==> config.mk <==
export PLATFORM = sky130hd
export DESIGN_NAME = refillBuffer
export DESIGN_NICKNAME = d
export VERILOG_FILES = /design/src/hdl/icachePkg.sv /design/src/hdl/refillBuffer.sv
export SDC_FILE = /design/constraint.sdc
export NUM_CORES = 1
export LEC_CHECK = 0
export BUFFER_PORTS_ARGS = -buffer_cell sky130_fd_sc_hd__buf_4
export CAP_MARGIN = 0
export CORE_MARGIN = 3
export CORE_UTILIZATION = 50
export CTS_BUF_LIST = sky130_fd_sc_hd__clkbuf_4 sky130_fd_sc_hd__clkbuf_8 sky130_fd_sc_hd__clkbuf_16
export CTS_CLUSTER_DIAMETER = 120
export DETAILED_ROUTE_END_ITERATION = 7
export PLACE_DENSITY_LB_ADDON = 0.2
export SETUP_SLACK_MARGIN = 0.3
export SYNTH_ARGS = -nofsm -noshare
export SYNTH_HDL_FRONTEND = slang
export SYNTH_SLANG_ARGS = --single-unit
==> constraint.sdc <==
create_clock -name clk -period 3.2 [get_ports clk]
set_input_delay 0.48 -clock clk [delete_from_list [all_inputs] [get_ports clk]]
set_output_delay 0.48 -clock clk [all_outputs]
set_load 0.02 [all_outputs]
==> src/hdl/icachePkg.sv <==
package icachePkg;

    // fetch word and address widths
    localparam int XLEN = 64;
    localparam int ADDR_W = 32;

    // one line is four 64-bit beats
    localparam int LINE_BEATS = 4;

    // address split for 64 sets of 32-byte lines
    localparam int TAG_W = 21;
    localparam int INDEX_W = 6;
    localparam int OFFSET_W = 5;

    typedef enum logic [2:0] {
        idle,
        compare,
        missWait,
        fill,
        replace
    } cacheState_t;

    // same fetch address, seen as cache fields or as a memory region
    typedef union packed {
        struct packed {
            logic [TAG_W-1:0]    tag;
            logic [INDEX_W-1:0]  index;
            logic [OFFSET_W-1:0] offset;
        } cacheView;
        struct packed {
            logic [3:0]        region;
            logic [ADDR_W-5:0] rest;
        } regionView;
    } fetchAddr_t;

endpackage
==> src/hdl/refillBuffer.sv <==
`timescale 1ns/1ps

module refillBuffer (
    input  logic                                              clk,
    input  logic                                              rst_n,
    input  logic                                              fillEn,
    input  logic                                              beatValid_i,
    input  logic [icachePkg::XLEN-1:0]                        beatData_i,
    input  logic                                              beatLast_i,
    output logic [icachePkg::XLEN*icachePkg::LINE_BEATS-1:0]  lineData,
    output logic                                              lineDone
);

    import icachePkg::*;

    logic [$clog2(LINE_BEATS)-1:0] beatCnt;
    logic                          beatTake;

    assign beatTake = fillEn && beatValid_i;
    assign lineDone = beatTake && beatLast_i;

    // counter restarts on the last beat, so an uncached beat lands in slot 0
    always_ff @(posedge clk or negedge rst_n) begin
        if (!rst_n) begin
            beatCnt <= '0;
        end else if (beatTake) begin
            if (beatLast_i) begin
                beatCnt <= '0;
            end else begin
                beatCnt <= beatCnt + 1'b1;
            end
        end
    end

    always_ff @(posedge clk) begin
        if (beatTake) begin
            lineData[beatCnt*XLEN +: XLEN] <= beatData_i;
        end
    end

    assert property (@(posedge clk) disable iff (!rst_n)
        beatLast_i |-> beatValid_i)
        else $error("beatLast_i without beatValid_i");

endmodule

# Word-level counts from Yosys, hierarchy flattened
# Cells that the tools add are included.
dict set report op_classes {
  n_addsub 2
  bitwise_logic 0
  div_mod_pow 0
  shifts 2
  order_cmp 0
  n_mux 2
  n_eq_ne 0
  reduce_logical 2
  mul 0
}
# operator count
set ops {}
lappend ops {{256-bit bitwise mux} 1}
lappend ops {{64-bit by 34-bit variable shift with 256-bit output, first input constant} 1}
lappend ops {{64-bit by 34-bit variable part select with 256-bit output} 1}
lappend ops {{8-bit negator with 34-bit output} 1}
lappend ops {{2-bit by 1-bit adder with 2-bit output, second input constant} 1}
lappend ops {{1-bit logical AND} 2}
lappend ops {{2-bit two-way mux} 1}
dict set report totals {
  regBits 258
  mem_bits_rw 0
  romBits 0
  elab_cells 10
  latch_bits 0
  memories 0
}

# Logic depth before layout (Yosys ltp)
dict set report depth {
  depth_word 3
  mapped_depth 6
  depth_no_buf 4
}

# Worst setup path before layout
# OpenSTA, ideal clock, no wires.
dict set report synth_timing {
  path_kind {reg2reg}
  startpoint {reg, netlist name beatCnt[0]}
  endpoint {reg lineData[0] (netlist bit), enable pin}
  period_less_slack_ps 2845
  setup_ps 429
  setup_slack_ps 355
  t_arrival_ps 2416
  path_stages_with_launch 4
  cell_sequence {dfrtp_1 > inv_1 > ha_1 > and3_1}
}
# element line_no
set synth_lines {}
lappend synth_lines {{end signal, assigned by index} refillBuffer.sv:37} ;# lineData[beatCnt*XLEN +: XLEN] <= beatData_i;
lappend synth_lines {{end, declared} refillBuffer.sv:10} ;# output logic [icachePkg::XLEN*icachePkg::LINE_BEATS-1:0] lineData,

# Worst setup path after layout
dict set report layout_timing {
  startpoint {reg beatCnt[0]}
  endpoint {reg lineData[27] (netlist bit) (data pin)}
}
dict set report layout_between {
  elab_chain_cells 3
  word_cells_on_any_way 4
}
# element line_no
set layout_rtl {}
lappend layout_rtl {{start, declared} refillBuffer.sv:16} ;# logic [$clog2(LINE_BEATS)-1:0] beatCnt;
lappend layout_rtl {{start signal, assigned} refillBuffer.sv:30} ;# beatCnt <= beatCnt + 1'b1;
lappend layout_rtl {{8-bit negator with 34-bit output *} refillBuffer.sv:37}
lappend layout_rtl {{64-bit by 34-bit variable part select with 256-bit output / 64-bit by 34-bit variable shift with 256-bit output (equally long branches)} refillBuffer.sv:37}
lappend layout_rtl {{256-bit bitwise mux *} refillBuffer.sv:37}
# Mark *: on every way between the ends. The rest lies on a longest branch, timed or not.
# A chain may end at the register's enable or synchronous reset.

==> metrics.md <==
| Metric | Value |
|---|---|
| Most frequent cells in the layout | `buf_4 (338), edfxtp_1 (256), and2_1 (127)` |
| GRT Total Usage | `0.231` |
| CTS-repair resized insts | `0` |
| DRT Wirelength | `25.4 mm` |
| Total setup buffers inserted after CTS | `0` |
| Clock skew | `0.0136 ns` |
| Max_slew headroom | `0.541` |
| Synth Register Bits | `258` |
| Int Power | `6.31 mW` |
| Hold Fails Final Rpt | `0` |
| First-pass GRT wire length | `38.5 mm` |
| DR pass1 iterations | `4` |
| R2r setup slk | `0.65 ns` |
| CTS tree | `yes` |
| Crit path kind | `reg2reg` |
| DIE WIDTH | `146 um` |
| Synth area leader | `edfxtp_1` |
| Global placement routability congestion | `0.818` |
| DP Area | `0.0125 sq mm` |
| Clk sink count | `258` |
| H-tree levels | `1` |
| Synth unique cells | `20` |
| Total net switching power | `2.35 mW` |
| Sw frac | `0.271` |
| Residual DRC | `0` |
| Antenna-violating nets left | `0` |
| Number of antenna diodes | `0` |
| Initial DRC Count | `431` |
| Combinational power share | `0.192` |
| Synth top area cells | `edfxtp_1 (79%), and3_1 (8.3%), and2_1 (8.1%)` |
| Initial antenna violation count | `0` |
| Syn. warnings | `0` |
| Hold buffers post-CTS | `1` |
| Vias per inst | `5.22` |
| DP HPWL | `17.0 mm` |
| Num CTS Buffers | `26` |
| Cell Rows | `50` |
| Final Instance Area | `0.0133 sq mm` |
| RSZ-0062 raised after global routing | `no` |
| Final slew viol count | `0` |
| Total grt overflow | `0` |
| Peak supply drop | `0.476 mV` |
| Initial Utilization | `0.516` |
| Synth Cell Area | `0.00978 sq mm` |
| DR WL/cell | `21.5 um` |
| Setup WS pre-CTS | `0.693 ns` |
| Slowest stage delay, CP | `0.80 ns` |
| Root Driver | `clkbuf_16` |
| P_leak | `5.83 nW` |
| Clock Pin Slew Worst Setup and Hold Paths | `0.06 ns` |
| Nets | `982` |
| Largest net degree at the start of global routing | `65` |
| Die footprint | `0.0213 sq mm` |
| Worst Max-Slew Pin Slew | `0.687 ns` |
| Crit-path max FO | `34` |
| Total number of vias | `6191` |
| Layout cells sized above 1 | `0.419` |
| CP Cell Sequence | `inv_1 -> ha_1 -> and4bb_2 -> buf_12 -> and2_1` |
| Worst hold path class | `in2reg` |
| Worst Setup Slack, final | `0.654 ns` |
| Share of power burned in registers | `0.472` |
| Vias in the first global route | `6424` |
| F_max | `0.393 GHz` |
| Post-synth top area share | `0.786` |
| Final Power | `8.67 mW` |
| Port Buffers | `325` |
| Critical Path Sink Type | `register` |
| Clock latency at the later pin of the worst-skew pair | `0.52 ns` |
| Period utilization | `0.796` |
| Clock Tree Buf Depth | `3` |
| Power Dens Cells | `650 mW/mm^2` |
| Minimum clock period | `2.55 ns` |
| Post-Syn Nets | `652` |
| Critical Path Start Type | `register` |
| Die Y | `146 um` |
| # IOs | `326` |
| Setup TNS | `0 ns` |
| Post-synthesis sequential area ratio | `0.791` |
| Clock share of power | `0.337` |
| Syn avg cell area | `16.9 sq um` |
| Cells after Synth | `578` |
| Final core occ | `0.703` |
| MaxCap Viol Count | `0` |
| CORE AREA | `0.0190 sq mm` |
| Status | `complete, no violations` |
| Commonest non-fill, non-tap cell in the layout | `buf_4` |
| Finish-stage setup viols | `0` |
| Max stage delay cell, worst path | `and4bb_2` |
| Syn-to-layout area delta | `36.3%` |
| Critical Path RT | `3.58 ns` |
| Arrival @ worst endpoint | `2.93 ns` |
[state kept, by name, summed over array words and instances (netlist names)]
name	flops
beatCnt	2
lineData	256
[final cells by class]
cell class / count / area, sq um
flip-flops and latches: 258 / 7740
multi-input cells: 278 / 1830
clock buffers: 31 / 706
inverters: 2 / 7.51
repair buffers: 342 / 2610
clock inverters: 14 / 113
fillers: 1278 / 5630
well taps: 260 / 325
[logic make-up after synthesis]
group | synth area share
AND/OR/NAND/NOR | 0.176
flip-flops | 0.791
buffers and inverters | 0.0242
adder cells (fa/ha/maj) | 0.00640
multiplexers | 0.00218
[metrics by stage]
stage | cells | hold slack [ns]
6_report | 1185 | 0.262
5_1_grt | 1185 | 0.254
4_1_cts | 1185 | 0.238
3_5_place_dp | 1139 | 0.266
3_3_place_gp | 1139 | 0.266
2_1_floorplan | 578 | 0.184
[critical path, delay by kind of cell (launching register included)]
family,cells,cell delay (ns)
flops,1,0.54
simple gates,2,0.95
fa+ha+maj,1,0.50
buf+inv,2,0.41
[path summary, 6_finish.rpt]
check / from / endpoint / depth (start not counted)
setup / recovery: beatCnt[0] / lineData[27] / 5
hold / removal: beatLast_i / beatCnt[1] / 3
setup reg to reg: beatCnt[0] / lineData[27] / 5
hold reg to reg: beatCnt[1] / beatCnt[1] / 2
max in group asynchronous: rst_n / beatCnt[1] / 2
min in group asynchronous: rst_n / beatCnt[0] / 2
[per-layer routing]
metal | GRT usage | wire length [um] | vias up
met5 | 0 | 0 | -
met3 | 0.0576 | 2260 | 51
met1 | 0.284 | 9200 | 3052
met4 | 0.0764 | 815 | 0
li1 | - | - | 2778
met2 | 0.403 | 13200 | 310
[cell usage after synthesis]
| cell type | instances |
|---|---|
| mux2i_1 | 1 |
| nand2_1 | 1 |
| and3b_1 | 4 |
| nand2b_1 | 1 |
| edfxtp_1 | 256 |
| and2_1 | 127 |
| buf_6 | 6 |
| dfrtp_1 | 2 |
| and3_1 | 130 |
| nor2_1 | 3 |
| buf_2 | 7 |
| nor2b_1 | 3 |
| inv_1 | 2 |
| clkbuf_1 | 13 |
| ha_1 | 5 |
| and4bb_1 | 1 |
| buf_4 | 3 |
| clkbuf_2 | 11 |
| mux2_2 | 1 |
| nor4b_4 | 1 |
[power by group through the flow]
stage / logic (mW) / registers, mW / clock network [mW]
after floorplan: 0.745 / 4.38 / 0
after global placement: 1.60 / 4.15 / 0
after detailed placement: 1.66 / 4.16 / 0
after CTS: 1.67 / 4.09 / 2.97
after global routing: 1.79 / 4.10 / 3.11
final: 1.66 / 4.09 / 2.92
(Power assumes the default switching activity.)
