## src/hdl/icachePkg.sv

```systemverilog
package icachePkg;

    // fetch word and address widths
    localparam int XLEN = 64;
    localparam int ADDR_W = 32;

    // one line is four 64-bit beats
    localparam int LINE_BEATS = 4;

    // address split for 64 sets of 32-byte lines
    localparam int TAG_W = 21;
    localparam int INDEX_W = 6;
    localparam int OFFSET_W = 5;

    typedef enum logic [2:0] {
        idle,
        compare,
        missWait,
        fill,
        replace
    } cacheState_t;

    // same fetch address, seen as cache fields or as a memory region
    typedef union packed {
        struct packed {
            logic [TAG_W-1:0]    tag;
            logic [INDEX_W-1:0]  index;
            logic [OFFSET_W-1:0] offset;
        } cacheView;
        struct packed {
            logic [3:0]        region;
            logic [ADDR_W-5:0] rest;
        } regionView;
    } fetchAddr_t;

endpackage
```

## src/hdl/tagArray.sv

```systemverilog
`timescale 1ns/1ps

module tagArray (
    input  logic                  clk,
    input  logic                  rst_n,
    input  icachePkg::fetchAddr_t lookupAddr,
    input  logic                  allocEn,
    output logic                  way0Hit,
    output logic                  way1Hit,
    output logic                  victimWay
);

    import icachePkg::*;

    localparam int SETS = 1 << INDEX_W;

    logic [TAG_W-1:0]   tagWay0 [SETS];
    logic [TAG_W-1:0]   tagWay1 [SETS];
    logic [SETS-1:0]    validWay0;
    logic [SETS-1:0]    validWay1;
    logic               toggle;
    logic [INDEX_W-1:0] setIdx;
    logic [TAG_W-1:0]   reqTag;

    assign setIdx = lookupAddr.cacheView.index;
    assign reqTag = lookupAddr.cacheView.tag;

    // tags hold no reset, valid bits gate them
    always_ff @(posedge clk) begin
        if (allocEn) begin
            if (toggle) begin
                tagWay1[setIdx] <= reqTag;
            end else begin
                tagWay0[setIdx] <= reqTag;
            end
        end
    end

    always_ff @(posedge clk or negedge rst_n) begin
        if (!rst_n) begin
            validWay0 <= '0;
            validWay1 <= '0;
            toggle <= 1'b0;
        end else if (allocEn) begin
            if (toggle) begin
                validWay1[setIdx] <= 1'b1;
            end else begin
                validWay0[setIdx] <= 1'b1;
            end
            // victim alternates on every line fill
            toggle <= ~toggle;
        end
    end

    assign way0Hit = validWay0[setIdx] && (tagWay0[setIdx] == reqTag);
    assign way1Hit = validWay1[setIdx] && (tagWay1[setIdx] == reqTag);
    assign victimWay = toggle;

    // a line is only ever allocated into one way
    assert property (@(posedge clk) disable iff (!rst_n)
        !(way0Hit && way1Hit))
        else $error("same line present in both ways");

endmodule

```

## config.mk

```make
export PLATFORM = sky130hd
export DESIGN_NAME = tagArray
export DESIGN_NICKNAME = d
export VERILOG_FILES = /design/src/hdl/icachePkg.sv /design/src/hdl/tagArray.sv
export SDC_FILE = /design/constraint.sdc
export NUM_CORES = 2
export LEC_CHECK = 0
export ABC_AREA = 1
export BUFFER_PORTS_ARGS = -buffer_cell sky130_fd_sc_hd__buf_2
export CORE_UTILIZATION = 30
export DETAILED_ROUTE_END_ITERATION = 16
export PLACE_DENSITY = 0.51
export SLEW_MARGIN = 15
export SYNTH_ARGS = -nofsm -noshare
export SYNTH_HDL_FRONTEND = slang
export SYNTH_SLANG_ARGS = --single-unit
export TNS_END_PERCENT = 10
```

## constraint.sdc

```tcl
create_clock -name clk -period 7.4 [get_ports clk]
set_clock_uncertainty 0.15 [all_clocks]
set_input_delay 1.11 -clock clk [delete_from_list [all_inputs] [get_ports clk]]
set_output_delay 1.11 -clock clk [all_outputs]
set_load 0.01 [all_outputs]
```

-- After elaboration in Yosys (flattened, before gate mapping)
Memory sizes are Yosys's and may differ from the RTL's.
Cells that the tools add are included.
- register bits after elaboration: 129
- bits in writable memories: 2688
- input bits: 35
- output and inout port bits: 3
- word-level logic and storage cells: 29
- memories kept: 2
- $lt $le $gt $ge: 2
- equality and inequality tests: 2
- muxes and demuxes: 12
- bitwise operators: 3
- reduce and logical (&&, ||, !) cells: 5
- memories (name ; words ; bits a word ; read ports ; clocked after memory_dff ; write ports ; line ; source):
    tagWay0 ; 64 ; 21 ; 1 ; 0 ; 1 ; tagArray.sv:17 ; logic [TAG_W-1:0] tagWay0 [SETS];
    tagWay1 ; 64 ; 21 ; 1 ; 0 ; 1 ; tagArray.sv:18 ; logic [TAG_W-1:0] tagWay1 [SETS];
- operator list (cell ; count):
    bitwise OR 64 bit ; 2
    == test 21 bit ; 2
    binary-select mux 1 bit (select 6 bit) ; 2
    2-to-1 mux 1 bit ; 9
    less-than comparator 6 x 7 -> 1 bit (second input constant) ; 1
    demux 1 bit (select 6 bit) ; 1
    >= comparator 6 x 1 -> 1 bit (second input constant) ; 1
    AND reduction 2 bit ; 2
    logical AND 1 bit ; 3
    inverter 1 bit ; 1

-- Depth between registers and ports, before layout
- word-level depth: 5
- gate-level depth with buffers: 22

-- Worst setup path before layout
No wires, ideal clock.
- kind: input port to output port
- from: in lookupAddr[5] (netlist name)
- to: out way1Hit
- arrival time: 2836 ps
- data required time: 6140 ps
- slack: 3304 ps
- stages on the path: 16
- path buffers: 4
- path through: buf_6 buf_6 buf_6 buf_2 or2_2 o211ai_1 nand2_1 o21ai_0 nand2_1 nor2_1 nand2_1 nand2_1 nand2_1 nor2_1 nand4_1 nor2_1
- word-level cells in the longest chain between the ends: 3
- elaborated cells on any way between the ends: 5
- RTL lines (element ; line ; source):
    start: declaration ; tagArray.sv:6 ; input icachePkg::fetchAddr_t lookupAddr,
    memory read (64 x 21 bit) / binary-select mux 1 bit (select 6 bit) (equally long branches) ; -- ;
    == test 21 bit / 2-to-1 mux 1 bit (equally long branches) ; tagArray.sv:56 ; assign way1Hit = validWay1[setIdx] && (tagWay1[setIdx] == reqTag);
    logical AND 1 bit (*) ; tagArray.sv:56 ;
    end: declaration ; tagArray.sv:9 ; output logic way1Hit,
Every way passes the cells marked *; elsewhere a longest branch is shown, timed or not. The select of a mux whose other input is x is not followed.

-- Worst setup path after layout
- from: in lookupAddr[6] (netlist name)
- to: out way0Hit
- word-level cells in the longest chain between the ends: 3
- elaborated cells on any way between the ends: 5
- RTL lines (element ; line ; source):
    memory read (64 x 21 bit) / binary-select mux 1 bit (select 6 bit) (equally long branches) ; -- ;
    == test 21 bit / 2-to-1 mux 1 bit (equally long branches) ; tagArray.sv:55 ; assign way0Hit = validWay0[setIdx] && (tagWay0[setIdx] == reqTag);
    logical AND 1 bit (*) ; tagArray.sv:55 ;
    end: declaration ; tagArray.sv:8 ; output logic way0Hit,
Marks and branches as above.

==> impl_results.md <==
* Status: complete, no violations
* Initial Util at between 30% and 40%
* Clock Latency Late Sink at 0.89 ns
* Number of port buffers at 32
* Share of layout cells above drive strength 1 at roughly a tenth
* GR Util All Layers at between 10% and 20%
* Gr ovfl total at 0
* Final Non-Filler Cells at 15400
* Setup TNS at 0 ns
* Synthesized flop and latch total at 2817
* Drt initial violations at slightly above 7000
* Cells on worst reg2reg path at 5
* Final Max Slew Viols at 0
* Final Hold Fails at 0
* Rows at 227
* HP Class: input pin to async pin
* Largest net degree at the start of global routing at 151
* Placed instance count at 14900
* Syn Area/Cell at 11.5 um2
* Kind of critical path: input pin to primary output
* Critical path arrival at 5.28 ns
* Cell leakage power at 49.6 nW
* CTS Hold Buffers Added at 0
* I/O Pins at 38
* Post-CTS setup buffers at 0
* Number of cells upsized or downsized after cts at 0
* Avg WL per Cell at 22.9 um
* Slew @ Worst Pin at 1.13 ns
* RR Startpoint: victimWay$_DFFE_PN0P_
* Post-route ant nets at 0
* Clock sink total at 2817
* First-pass GRT wire length at 504000 um
* Initial DRT Pass Iterations at 8
* DP HPWL at 198000 um
* Reg clk slew, reported paths at approximately 0.06 ns
* P&R area growth vs syn at 14.1%
* Worst R2R End: validWay0[53]$_DFFE_PN0P_
* Depth of the CTS H-tree at 5
* Post-Syn Nets at 10100
* Post-synthesis sequential area ratio at 72.7%
* Clock buffer depth at 4
* Cts bufs inserted at 309
* CP startpoint kind: input pin
* Warnings, synthesis at 0
* Number of global-route vias before repair at just over 70000
* Post-layout util at 34.4%
* Yosys cell types at 28
* Period minus WS final at 6.54 ns
* Fill count at 37300
* Die W at 623 um
* GPL Wtd Cong at approximately 0.88
* Crit-path max FO at 43
* Setup-failing EPs final at 0
* DRC violations left at 0
* Die Ht at 623 um
* DIE AREA at 388000 um2
* Via count at 74700
* CP endpoint kind: primary output
* PD cells at 259 nW/um2
* Tcrit/Tclk final at slightly below 90%
* Register-to-register setup slack at 4.57 ns
* Worst EP required at 6.14 ns
* Number of nets in the layout at between 10000 and 15000
* Core ar. at 383000 um2
* Synth Instances at 10100
* Maximum VDD drop at approximately 200 uV
* Max Fclk at 0.153 GHz
* Root Driver: clkbuf_16
* MaxCap Viol Count at 0
* DRT Wirelength at around 350000 um
* Initial antenna violation count at 20
* CTS tree: built
* Number of vias per cell at around 4.8
* Synth Cell Area at 116000 um2
* Slew margin rel. at a little under a quarter
* RSZ-0062 raised after global routing: false
==> synth_stat cells, drive strengths merged <==
master | number | share of area (%)
dfrtp | 129 | 2.8
nor3 | 8 | 0.035
nor2 | 1145 | 3.7
nand3 | 237 | 1.0
clkinv | 1 | 0.0032
o22ai | 66 | 0.36
o211ai | 276 | 1.8
o21ai | 1010 | 4.4
nand4 | 14 | 0.076
nand3b | 2 | 0.013
nand2 | 3057 | 9.9
or2 | 236 | 1.3
inv | 598 | 1.9
clkbuf | 164 | 0.53
a21oi | 62 | 0.27
buf | 384 | 2.0
edfxtp | 2688 | 70
==> how the worst max path moves through the flow <==
stage	from	end	slack (ns)	cells after the start
6_report	lookupAddr[6]	way0Hit	0.86	19
5_1_grt	lookupAddr[5]	way0Hit	0.67	18
4_1_cts	lookupAddr[6]	way0Hit	0.88	19
3_5_place_dp	lookupAddr[6]	way0Hit	0.90	19
3_3_place_gp	lookupAddr[6]	way0Hit	0.82	19
2_1_floorplan	lookupAddr[5]	way1Hit	3.30	16
==> state kept, by name, summed over array words and instances, names as in the netlist <==
register   cells
victimWay      1
validWay1     64
tagWay1     1344
tagWay0     1344
validWay0     64
==> per-layer routing <==
metal  track usage [%]  vias up  routed length, um
li1                  -    34400                  -
met1              24.2    37400             155000
met3              2.79      481              23300
met4              5.02        2               9820
met5                 0        -                  8
met2              29.1     2352             165000
==> kinds of logic (layout without fill, tap and decap cells) <==
logic type / Yosys count / after routing / share of synthesized area (%)
other: 0 / 11 / 0
AO/OA/AOI/OAI: 1414 / 1414 / 6.80
flip-flops: 2817 / 2817 / 72.7
buffers and inverters: 1147 / 1469 / 4.45
AND/OR/NAND/NOR: 4699 / 4699 / 16.1
==> worst max-delay path, stage by stage <==
cell	delay [ns]
clkbuf_8	0.40
nor2_4	0.30
buf_12	0.27
buf_4	0.32
o211ai_1	0.13
nand2_1	0.07
o21ai_0	0.81
nand2_1	0.11
nor2_1	0.42
nand2_1	0.10
nand2_1	0.07
nand2_1	0.06
nor2_1	0.10
nand2_1	0.07
nor2_1	0.12
nand2_1	0.07
nor2_1	0.13
buf_4	0.21
buf_2	0.16
==> where the power goes <==
part           switching, W  total, W  internal (W)
Sequential        0.0000362    0.0176        0.0176
Combinational       0.00153   0.00200      0.000470
Clock               0.00622    0.0146       0.00837
Total               0.00779    0.0342        0.0264
==> per-stage QoR <==
step | hold WS (ns) | power (W) | instance area [um2] | worst slack, ns
after global placement | 0.284 | 0.0199 | 122000 | 0.824
after global routing | 0.0886 | 0.0352 | 132000 | 0.673
after detailed placement | 0.292 | 0.0199 | 122000 | 0.897
after floorplan | 0.274 | 0.0190 | 116000 | 3.30
final | 0.0531 | 0.0342 | 132000 | 0.858
after CTS | 0.0548 | 0.0345 | 132000 | 0.881
==> placed cells by master, fill, tap and decap left out, types with 14 or more instances in the layout <==
cell type     n
o21ai_1     244
o22ai_1      66
clkbuf_1     81
buf_4       249
buf_6        20
clkinv_1     59
o211ai_1    275
nand3_1     237
edfxtp_1   2688
or2_1        30
inv_1       591
clkinv_2     52
a21oi_1      62
buf_12       44
clkbuf_16   316
nor2_2      131
or2_0        14
nand2_1    3054
dfrtp_1     129
nor2_1     1011
or2_2       191
o21ai_0     766
nand4_1      14
==> final cells by class <==
class                   count  area, um2  area share, %
repair buffers            321       3020           2.29
well taps                5038       6300           4.78
clock inverters           141       1080          0.818
diodes                     11       27.5         0.0209
multi-input cells        6113      26900           20.4
inverters                 599       2270           1.72
clock buffers             408       8360           6.34
flip-flops and latches   2817      83900           63.7
Note: power is estimated with default switching activity, not from simulation.
