==> config.mk <==
export PLATFORM = sky130hd
export DESIGN_NAME = icacheCtrl
export DESIGN_NICKNAME = d
export VERILOG_FILES = /design/src/hdl/icachePkg.sv /design/src/hdl/icacheCtrl.sv
export SDC_FILE = /design/constraint.sdc
export NUM_CORES = 1
export LEC_CHECK = 0
export BUFFER_PORTS_ARGS = -buffer_cell sky130_fd_sc_hd__buf_2
export CAP_MARGIN = 5
export CORE_AREA = 2 2 372 374
export CTS_CLUSTER_DIAMETER = 60
export DETAILED_ROUTE_END_ITERATION = 6
export DIE_AREA = 0 0 374 376
export GPL_TIMING_DRIVEN = 1
export HOLD_SLACK_MARGIN = 0.05
export SLEW_MARGIN = 20
export SYNTH_ARGS = -nofsm -noshare
export SYNTH_HDL_FRONTEND = slang
export SYNTH_SLANG_ARGS = --single-unit
==> constraint.sdc <==
create_clock -name clk -period 5.4 [get_ports clk]
set_input_delay 1.08 -clock clk [delete_from_list [all_inputs] [get_ports clk]]
set_output_delay 1.08 -clock clk [all_outputs]
set_load 0.02 [all_outputs]
==> src/hdl/icachePkg.sv <==
package icachePkg;

    // fetch word and address widths
    localparam int XLEN = 64;
    localparam int ADDR_W = 32;

    // one line is four 64-bit beats
    localparam int LINE_BEATS = 4;

    // address split for 64 sets of 32-byte lines
    localparam int TAG_W = 21;
    localparam int INDEX_W = 6;
    localparam int OFFSET_W = 5;

    typedef enum logic [2:0] {
        idle,
        compare,
        missWait,
        fill,
        replace
    } cacheState_t;

    // same fetch address, seen as cache fields or as a memory region
    typedef union packed {
        struct packed {
            logic [TAG_W-1:0]    tag;
            logic [INDEX_W-1:0]  index;
            logic [OFFSET_W-1:0] offset;
        } cacheView;
        struct packed {
            logic [3:0]        region;
            logic [ADDR_W-5:0] rest;
        } regionView;
    } fetchAddr_t;

endpackage
==> src/hdl/icacheCtrl.sv <==
`timescale 1ns/1ps

module icacheCtrl #(
    parameter logic [3:0] uncachedRegion = 4'h3
) (
    input  logic                                              clk,
    input  logic                                              rst_n,
    input  logic                                              valid_i,
    input  icachePkg::fetchAddr_t                             addr_i,
    output logic                                              addrOk_o,
    output logic                                              dataOk_o,
    output logic [icachePkg::XLEN-1:0]                        rdData_o,
    output logic                                              rdValid_o,
    input  logic                                              rdReady_i,
    output logic [icachePkg::ADDR_W-1:0]                      rdAddr_o,
    output logic [7:0]                                        rdLen_o,
    output logic                                              fillEn,
    input  logic [icachePkg::XLEN*icachePkg::LINE_BEATS-1:0]  lineData,
    input  logic                                              lineDone,
    output icachePkg::fetchAddr_t                             lookupAddr,
    output logic                                              allocEn,
    input  logic                                              way0Hit,
    input  logic                                              way1Hit,
    input  logic                                              victimWay,
    output logic [icachePkg::INDEX_W-1:0]                     sramIndex,
    output logic                                              wenWay0,
    output logic                                              wenWay1,
    input  logic [127:0]                                      sramRdata0,
    input  logic [127:0]                                      sramRdata1,
    input  logic [127:0]                                      sramRdata2,
    input  logic [127:0]                                      sramRdata3
);

    import icachePkg::*;

    cacheState_t state;
    cacheState_t nextState;
    fetchAddr_t  reqLatch;

    logic                         uncached;
    logic                         cacheHit;
    logic                         serve;
    logic                         accept;
    logic                         bypass;
    logic                         uncachedDone;
    logic                         fillWay;
    logic [1:0]                   wordSel;
    logic [XLEN*LINE_BEATS-1:0]   way0Line;
    logic [XLEN*LINE_BEATS-1:0]   way1Line;

    // region view of the latched word picks the uncached window
    assign uncached = reqLatch.regionView.region == uncachedRegion;
    assign cacheHit = (way0Hit || way1Hit) && !uncached;

    // word is ready from the SRAM, the refill buffer or the single uncached beat
    assign serve = (state == compare) && (cacheHit || bypass || uncachedDone);
    assign addrOk_o = (state == idle) || serve;
    assign dataOk_o = serve;
    assign accept = valid_i && addrOk_o;

    always_ff @(posedge clk or negedge rst_n) begin
        if (!rst_n) begin
            state <= idle;
        end else begin
            state <= nextState;
        end
    end

    always_comb begin
        nextState = state;
        case (state)
            idle: begin
                if (accept) begin
                    nextState = compare;
                end
            end
            compare: begin
                if (!serve) begin
                    nextState = missWait;
                end else if (!accept) begin
                    nextState = idle;
                end
            end
            missWait: begin
                if (rdReady_i) begin
                    nextState = fill;
                end
            end
            fill: begin
                if (lineDone) begin
                    nextState = uncached ? compare : replace;
                end
            end
            replace: begin
                nextState = compare;
            end
            default: begin
                nextState = idle;
            end
        endcase
    end

    always_ff @(posedge clk) begin
        if (accept) begin
            reqLatch <= addr_i;
        end
    end

    // one-cycle flags for serving from the buffer, plus the way being filled
    always_ff @(posedge clk or negedge rst_n) begin
        if (!rst_n) begin
            bypass <= 1'b0;
            uncachedDone <= 1'b0;
            fillWay <= 1'b0;
        end else begin
            bypass <= state == replace;
            uncachedDone <= (state == fill) && lineDone && uncached;
            if (allocEn) begin
                fillWay <= victimWay;
            end
        end
    end

    assign fillEn = state == fill;
    assign allocEn = (state == fill) && lineDone && !uncached;
    assign lookupAddr = reqLatch;
    assign wenWay0 = (state == replace) && !fillWay;
    assign wenWay1 = (state == replace) && fillWay;

    // incoming index while accepting so a hit reads at the accepting edge
    assign sramIndex = accept ? addr_i.cacheView.index : reqLatch.cacheView.index;

    assign rdValid_o = (state == missWait) && rdReady_i;
    assign rdLen_o = uncached ? 8'd0 : 8'(LINE_BEATS - 1);
    assign rdAddr_o = uncached ? reqLatch
                               : {reqLatch.cacheView.tag, reqLatch.cacheView.index,
                                  {OFFSET_W{1'b0}}};

    assign way0Line = {sramRdata1, sramRdata0};
    assign way1Line = {sramRdata3, sramRdata2};
    assign wordSel = reqLatch.cacheView.offset[OFFSET_W-1:3];

    always_comb begin
        if (uncachedDone) begin
            rdData_o = lineData[XLEN-1:0];
        end else if (bypass) begin
            // SRAM still holds the old line during the write cycle
            rdData_o = lineData[wordSel*XLEN +: XLEN];
        end else if (way1Hit) begin
            rdData_o = way1Line[wordSel*XLEN +: XLEN];
        end else begin
            rdData_o = way0Line[wordSel*XLEN +: XLEN];
        end
    end

    // memory read only from missWait, for a request the tags did not hold
    assert property (@(posedge clk) disable iff (!rst_n)
        rdValid_o |-> (state == missWait) && !cacheHit)
        else $error("rdValid_o outside missWait or for a cached line");

    // the written way is the one the tag array just allocated
    assert property (@(posedge clk) disable iff (!rst_n)
        (wenWay0 || wenWay1) |-> !(wenWay0 && wenWay1) && (wenWay0 ? way0Hit : way1Hit))
        else $error("SRAM write does not match the allocated way");

    // a served word comes from a fresh request or a finished refill
    assert property (@(posedge clk) disable iff (!rst_n)
        dataOk_o |-> (state == compare) && ($past(accept) || bypass || uncachedDone))
        else $error("dataOk_o without a request or refill");

endmodule

Word-level counts from Yosys, hierarchy flattened
Index checks and enable logic that the tools add are counted.

storage, ports and cells
  input bits = 808
  output and inout port bits = 149
  register bits = 38
  word-level logic and storage cells = 47

cells by class
  reductions and logical operators = 17
  shifts and indexed selects = 3
  eq/ne operators = 9
  mux-type cells = 13

operators with widths
  operator                                                                  count
  256-bit by 9-bit indexed part select with 64-bit output                   3
  64-bit two-way mux                                                        3
  3-bit two-way mux                                                         6
  3-bit one-hot mux with 5 select lines                                     1
  1-bit logical AND                                                         9
  3-bit by 2-bit equality test with 1-bit output (second input constant)    2
  6-bit two-way mux                                                         1
  5-bit two-way mux                                                         1
  4-bit by 2-bit equality test with 1-bit output (second input constant)    1
  1-bit logical OR                                                          4
  2-bit inequality test (second input constant)                             2
  4-bit AND reduction                                                       1
  3-bit by 1-bit equality test with 1-bit output (second input constant)    1
  3-bit equality test (second input constant)                               1
  3-bit zero test                                                           1
  3-bit inequality test (second input constant)                             1
  1-bit zero test                                                           2
  2-bit two-way mux                                                         1
  2-bit by 1-bit inequality test with 1-bit output (second input constant)  1

Longest topological paths before layout
  depth after elaboration = 11
  gate-level depth with buffers = 8
  depth with buffers taken out = 4

Worst setup path after synthesis
No wires, ideal clock.

  path kind = input port to output port
  start = in way1Hit
  end = out rdData_o[6] (netlist name)
  buffers on the path = 4
  arrival time = 2.374 ns
  required time = 4.320 ns
  setup slack = 1.946 ns
  stages = 8
  cells stage by stage = buf_2 buf_6 buf_8 buf_6 mux2i_1 o2111ai_1 o21ai_1 a22oi_1

on the way
  longest elaborated chain between the ends = 3

RTL lines
  element             RTL line           source
  start: declaration  icacheCtrl.sv:23   input logic way1Hit,
  64-bit two-way mux  icacheCtrl.sv:149  end else if (way1Hit) begin
  64-bit two-way mux  icacheCtrl.sv:146  end else if (bypass) begin
  64-bit two-way mux  icacheCtrl.sv:144  if (uncachedDone) begin
  end: declaration    icacheCtrl.sv:12   output logic [icachePkg::XLEN-1:0] rdData_o,

Every way passes these cells.

Final worst setup path
  start = reg reqLatch (netlist bit lookupAddr[3])
  end = out rdData_o[63] (netlist name)

on the way
  longest elaborated chain between the ends = 4
  elaborated cells between the ends (all ways) = 6
  those cells by class = shift (3); mux (3)

RTL lines
  element                                                                     RTL line                              source
  start: declaration                                                          icacheCtrl.sv:38                      fetchAddr_t reqLatch;
  start signal: assignment                                                    icacheCtrl.sv:105                     reqLatch <= addr_i;
  256-bit by 9-bit indexed part select with 64-bit output (on tied branches)  icacheCtrl.sv:152, icacheCtrl.sv:150
  64-bit two-way mux                                                          icacheCtrl.sv:149
  64-bit two-way mux (*)                                                      icacheCtrl.sv:146
  64-bit two-way mux (*)                                                      icacheCtrl.sv:144

Mark *: on every way between the ends. The rest lies on a longest branch, timed or not.

==> results.json <==
{
  "r2r_end": "lookupAddr[31]",
  "synth_edf_count": 32,
  "fp.dieArea_mm2": 0.141,
  "clk_latency_ns": 0.32,
  "drtIter0Drc": 1371,
  "cap_viol_max_count": 0,
  "placementRows": 136,
  "firstDrtPassIters": 5,
  "post-route-period-util_pct": 84.9,
  "status": "finished, final reports clean",
  "clockBufferDepth": 2,
  "place.port_buffers": 950,
  "wl_um": 119000,
  "tightest_slew_ns": 1.01,
  "h-tree-depth": 2,
  "drc_errors": 0,
  "finalSetupViolCount": 0,
  "cts_hold_buf": 0,
  "drive_gt1_share_pct": 57.7,
  "syn-cell-area_mm2": 0.00896,
  "worst_ir_drop_vdd_v": 0.000122,
  "hp-start": "fillWay",
  "gp_congestion": 0.943,
  "cts_resized": 0,
  "cts_buffers": 5,
  "avgSynthCellArea_um2": 8.39,
  "r2r-start": "uncachedDone",
  "ant_nets": 0,
  "path_clk_slew_ns": 0.09,
  "worstPathArrival_ns": 3.51,
  "cts_tree": "done",
  "yosys_warnings": 0,
  "cts_sinks": 38,
  "via_count": 14300,
  "tns_ns": 0,
  "postCtsSetupBuffers": 0,
  "crit_path_max_fanout": 22,
  "synth_cell_types": 38,
  "utilization_pct": 11.7,
  "dp_hpwl_um": 107000,
  "hold_depth": 1,
  "grt.total_usage_pct": 15.9,
  "r2r_slack_ns": 2.38,
  "cts_root_buf": "clkbuf_16",
  "skew_ns": 0.0165,
  "initial_utilization_pct": 6.56,
  "die_x_um": 374,
  "period_needed_ns": 4.59,
  "hold_violations": 0,
  "rr_worst_depth": 5,
  "max_slew_margin_pct": 32.6,
  "core_mm2": 0.137,
  "syn2layout_area_growth_pct": 78.6,
  "p_leak_nw": 7.53,
  "async_flop_share_pct": 15.8,
  "p_per_area_mw_per_mm2": 227,
  "max_freq_ghz": 0.218,
  "critPathLaunchType": "register",
  "ys_seq_elements": 38,
  "p_total_mw": 3.63,
  "crit_type": "register to primary output",
  "num-fill-cells": 15900,
  "rsz0062_at_grt": "no",
  "cp.required_ns": 4.32,
  "ys.flop_type": "edfxtp_1",
  "hold_path.class": "register to register",
  "viasPerCell": 3.76,
  "grt_overflow": 0,
  "whs_endpoint": "fillWay",
  "antenna_found_initial": 178,
  "maxSlewViolCount": 0,
  "grt_pass1_wl_um": 145000,
  "die_h_um": 376,
  "final_nets": 2750,
  "end_kind": "primary output",
  "syn_inst": 1068,
  "num_io_pins": 957,
  "grt_max_degree": 121,
  "grt_pass1_vias": 13100,
  "wire_per_inst_um": 31.3,
  "seq_area_frac_synth_pct": 12.4
}
## cell usage after synthesis (18+ instances only)
| cell type | number | area [um2] |
|---|---|---|
| o221ai_1 | 36 | 315 |
| mux2i_1 | 199 | 1990 |
| edfxtp_1 | 32 | 961 |
| o221ai_2 | 20 | 300 |
| buf_2 | 33 | 165 |
| mux4_2 | 64 | 1440 |
| nand2_1 | 193 | 724 |
| clkbuf_1 | 53 | 199 |
| inv_1 | 60 | 225 |
| buf_4 | 40 | 300 |
| o21ai_0 | 124 | 621 |
| buf_6 | 18 | 203 |
| a22oi_1 | 119 | 893 |
## cell usage in the layout, fill, tap and decap left out, types with 2 or more instances in the layout
master,count
buf_2,949
mux2i_1,199
nand2_1,193
o21ai_0,124
a22oi_1,119
mux4_2,64
diode_2,60
inv_1,58
buf_4,53
o221ai_1,36
edfxtp_1,32
o221ai_2,20
nand3_1,8
and2_1,7
nor2_1,7
mux2_2,7
o211ai_1,6
conb_1,6
buf_12,6
o21ai_1,5
clkbuf_16,5
dfrtp_1,4
nor2b_1,3
nor3b_1,2
nor3_1,2
a211oi_1,2
nand2b_1,2
o21a_1,2
dfrtp_4,2
bufinv_16,2
buf_8,2
## layer usage
metal  share of wire, %  track usage [%]  wire (um)
met5               0.41                0        487
met4                3.6             3.90       4260
met3                9.5             4.33      11200
met2                 43             24.5      50800
met1                 44             21.9      52100
## registers in the layout (all words and copies together), names as in the netlist
| register | count |
|---|---|
| uncachedDone | 1 |
| bypass | 1 |
| lookupAddr | 32 |
| state | 3 |
| fillWay | 1 |
## power by group
group | switching (mW) | internal, mW
clock network | 0.169 | 0.267
registers | 0.0869 | 0.402
logic | 1.74 | 0.969
## kinds of logic (layout without fill, tap and decap cells)
kind of cell    Yosys count  count (layout)  share of synthesized area [%]
compound gates          320             320                           25.5
mux                     270             270                           39.2
buf+inv                 208            1078                           12.5
flops                    38              38                           12.4
other cells               1              66                         0.0418
simple gates            231             231                           10.4
## worst max path at each step
stage / slack, ns / endpoint / from / cells past startpoint
after floorplan: 1.95 / rdData_o[6] / way1Hit / 8
after global placement: 0.61 / rdData_o[47] / way1Hit / 7
after detailed placement: 0.58 / rdData_o[47] / way1Hit / 7
after CTS: 0.58 / rdData_o[47] / way1Hit / 7
after global routing: 0.54 / rdData_o[47] / way1Hit / 7
final: 0.81 / rdData_o[63] / lookupAddr[3] / 6
## layout make-up
type	instances	area, um2	share of cell area [%]
inverter	60	228	1.42
antenna	60	150	0.938
clock buffer	5	125	0.781
tap	1794	2240	14.0
clock inverter	3	68.8	0.430
sequential	38	1120	6.98
timing repair buffer	1010	5300	33.1
multi-input combinational	827	6780	42.3
## worst max-delay path, stage by stage, from the launching register on
cell and delay (ns):
edfxtp_1 0.73, buf_8 0.24, nor2b_4 0.82, buf_4 0.40, nand2_1 0.14, a22oi_1 0.50
buf_2 0.29
## through the flow
stage | setup WS (ns) | hold slack [ns] | std cells | instance area, um2
4_1_cts | 0.581 | 0.534 | 3737 | 15900
6_report | 0.813 | 0.534 | 3797 | 16000
5_1_grt | 0.542 | 0.548 | 3756 | 15900
3_5_place_dp | 0.585 | 0.517 | 3729 | 15700
3_3_place_gp | 0.605 | 0.513 | 3728 | 15700
2_1_floorplan | 1.95 | 0.496 | 1073 | 8980
No activity file was read; power rests on OpenSTA's default activity.
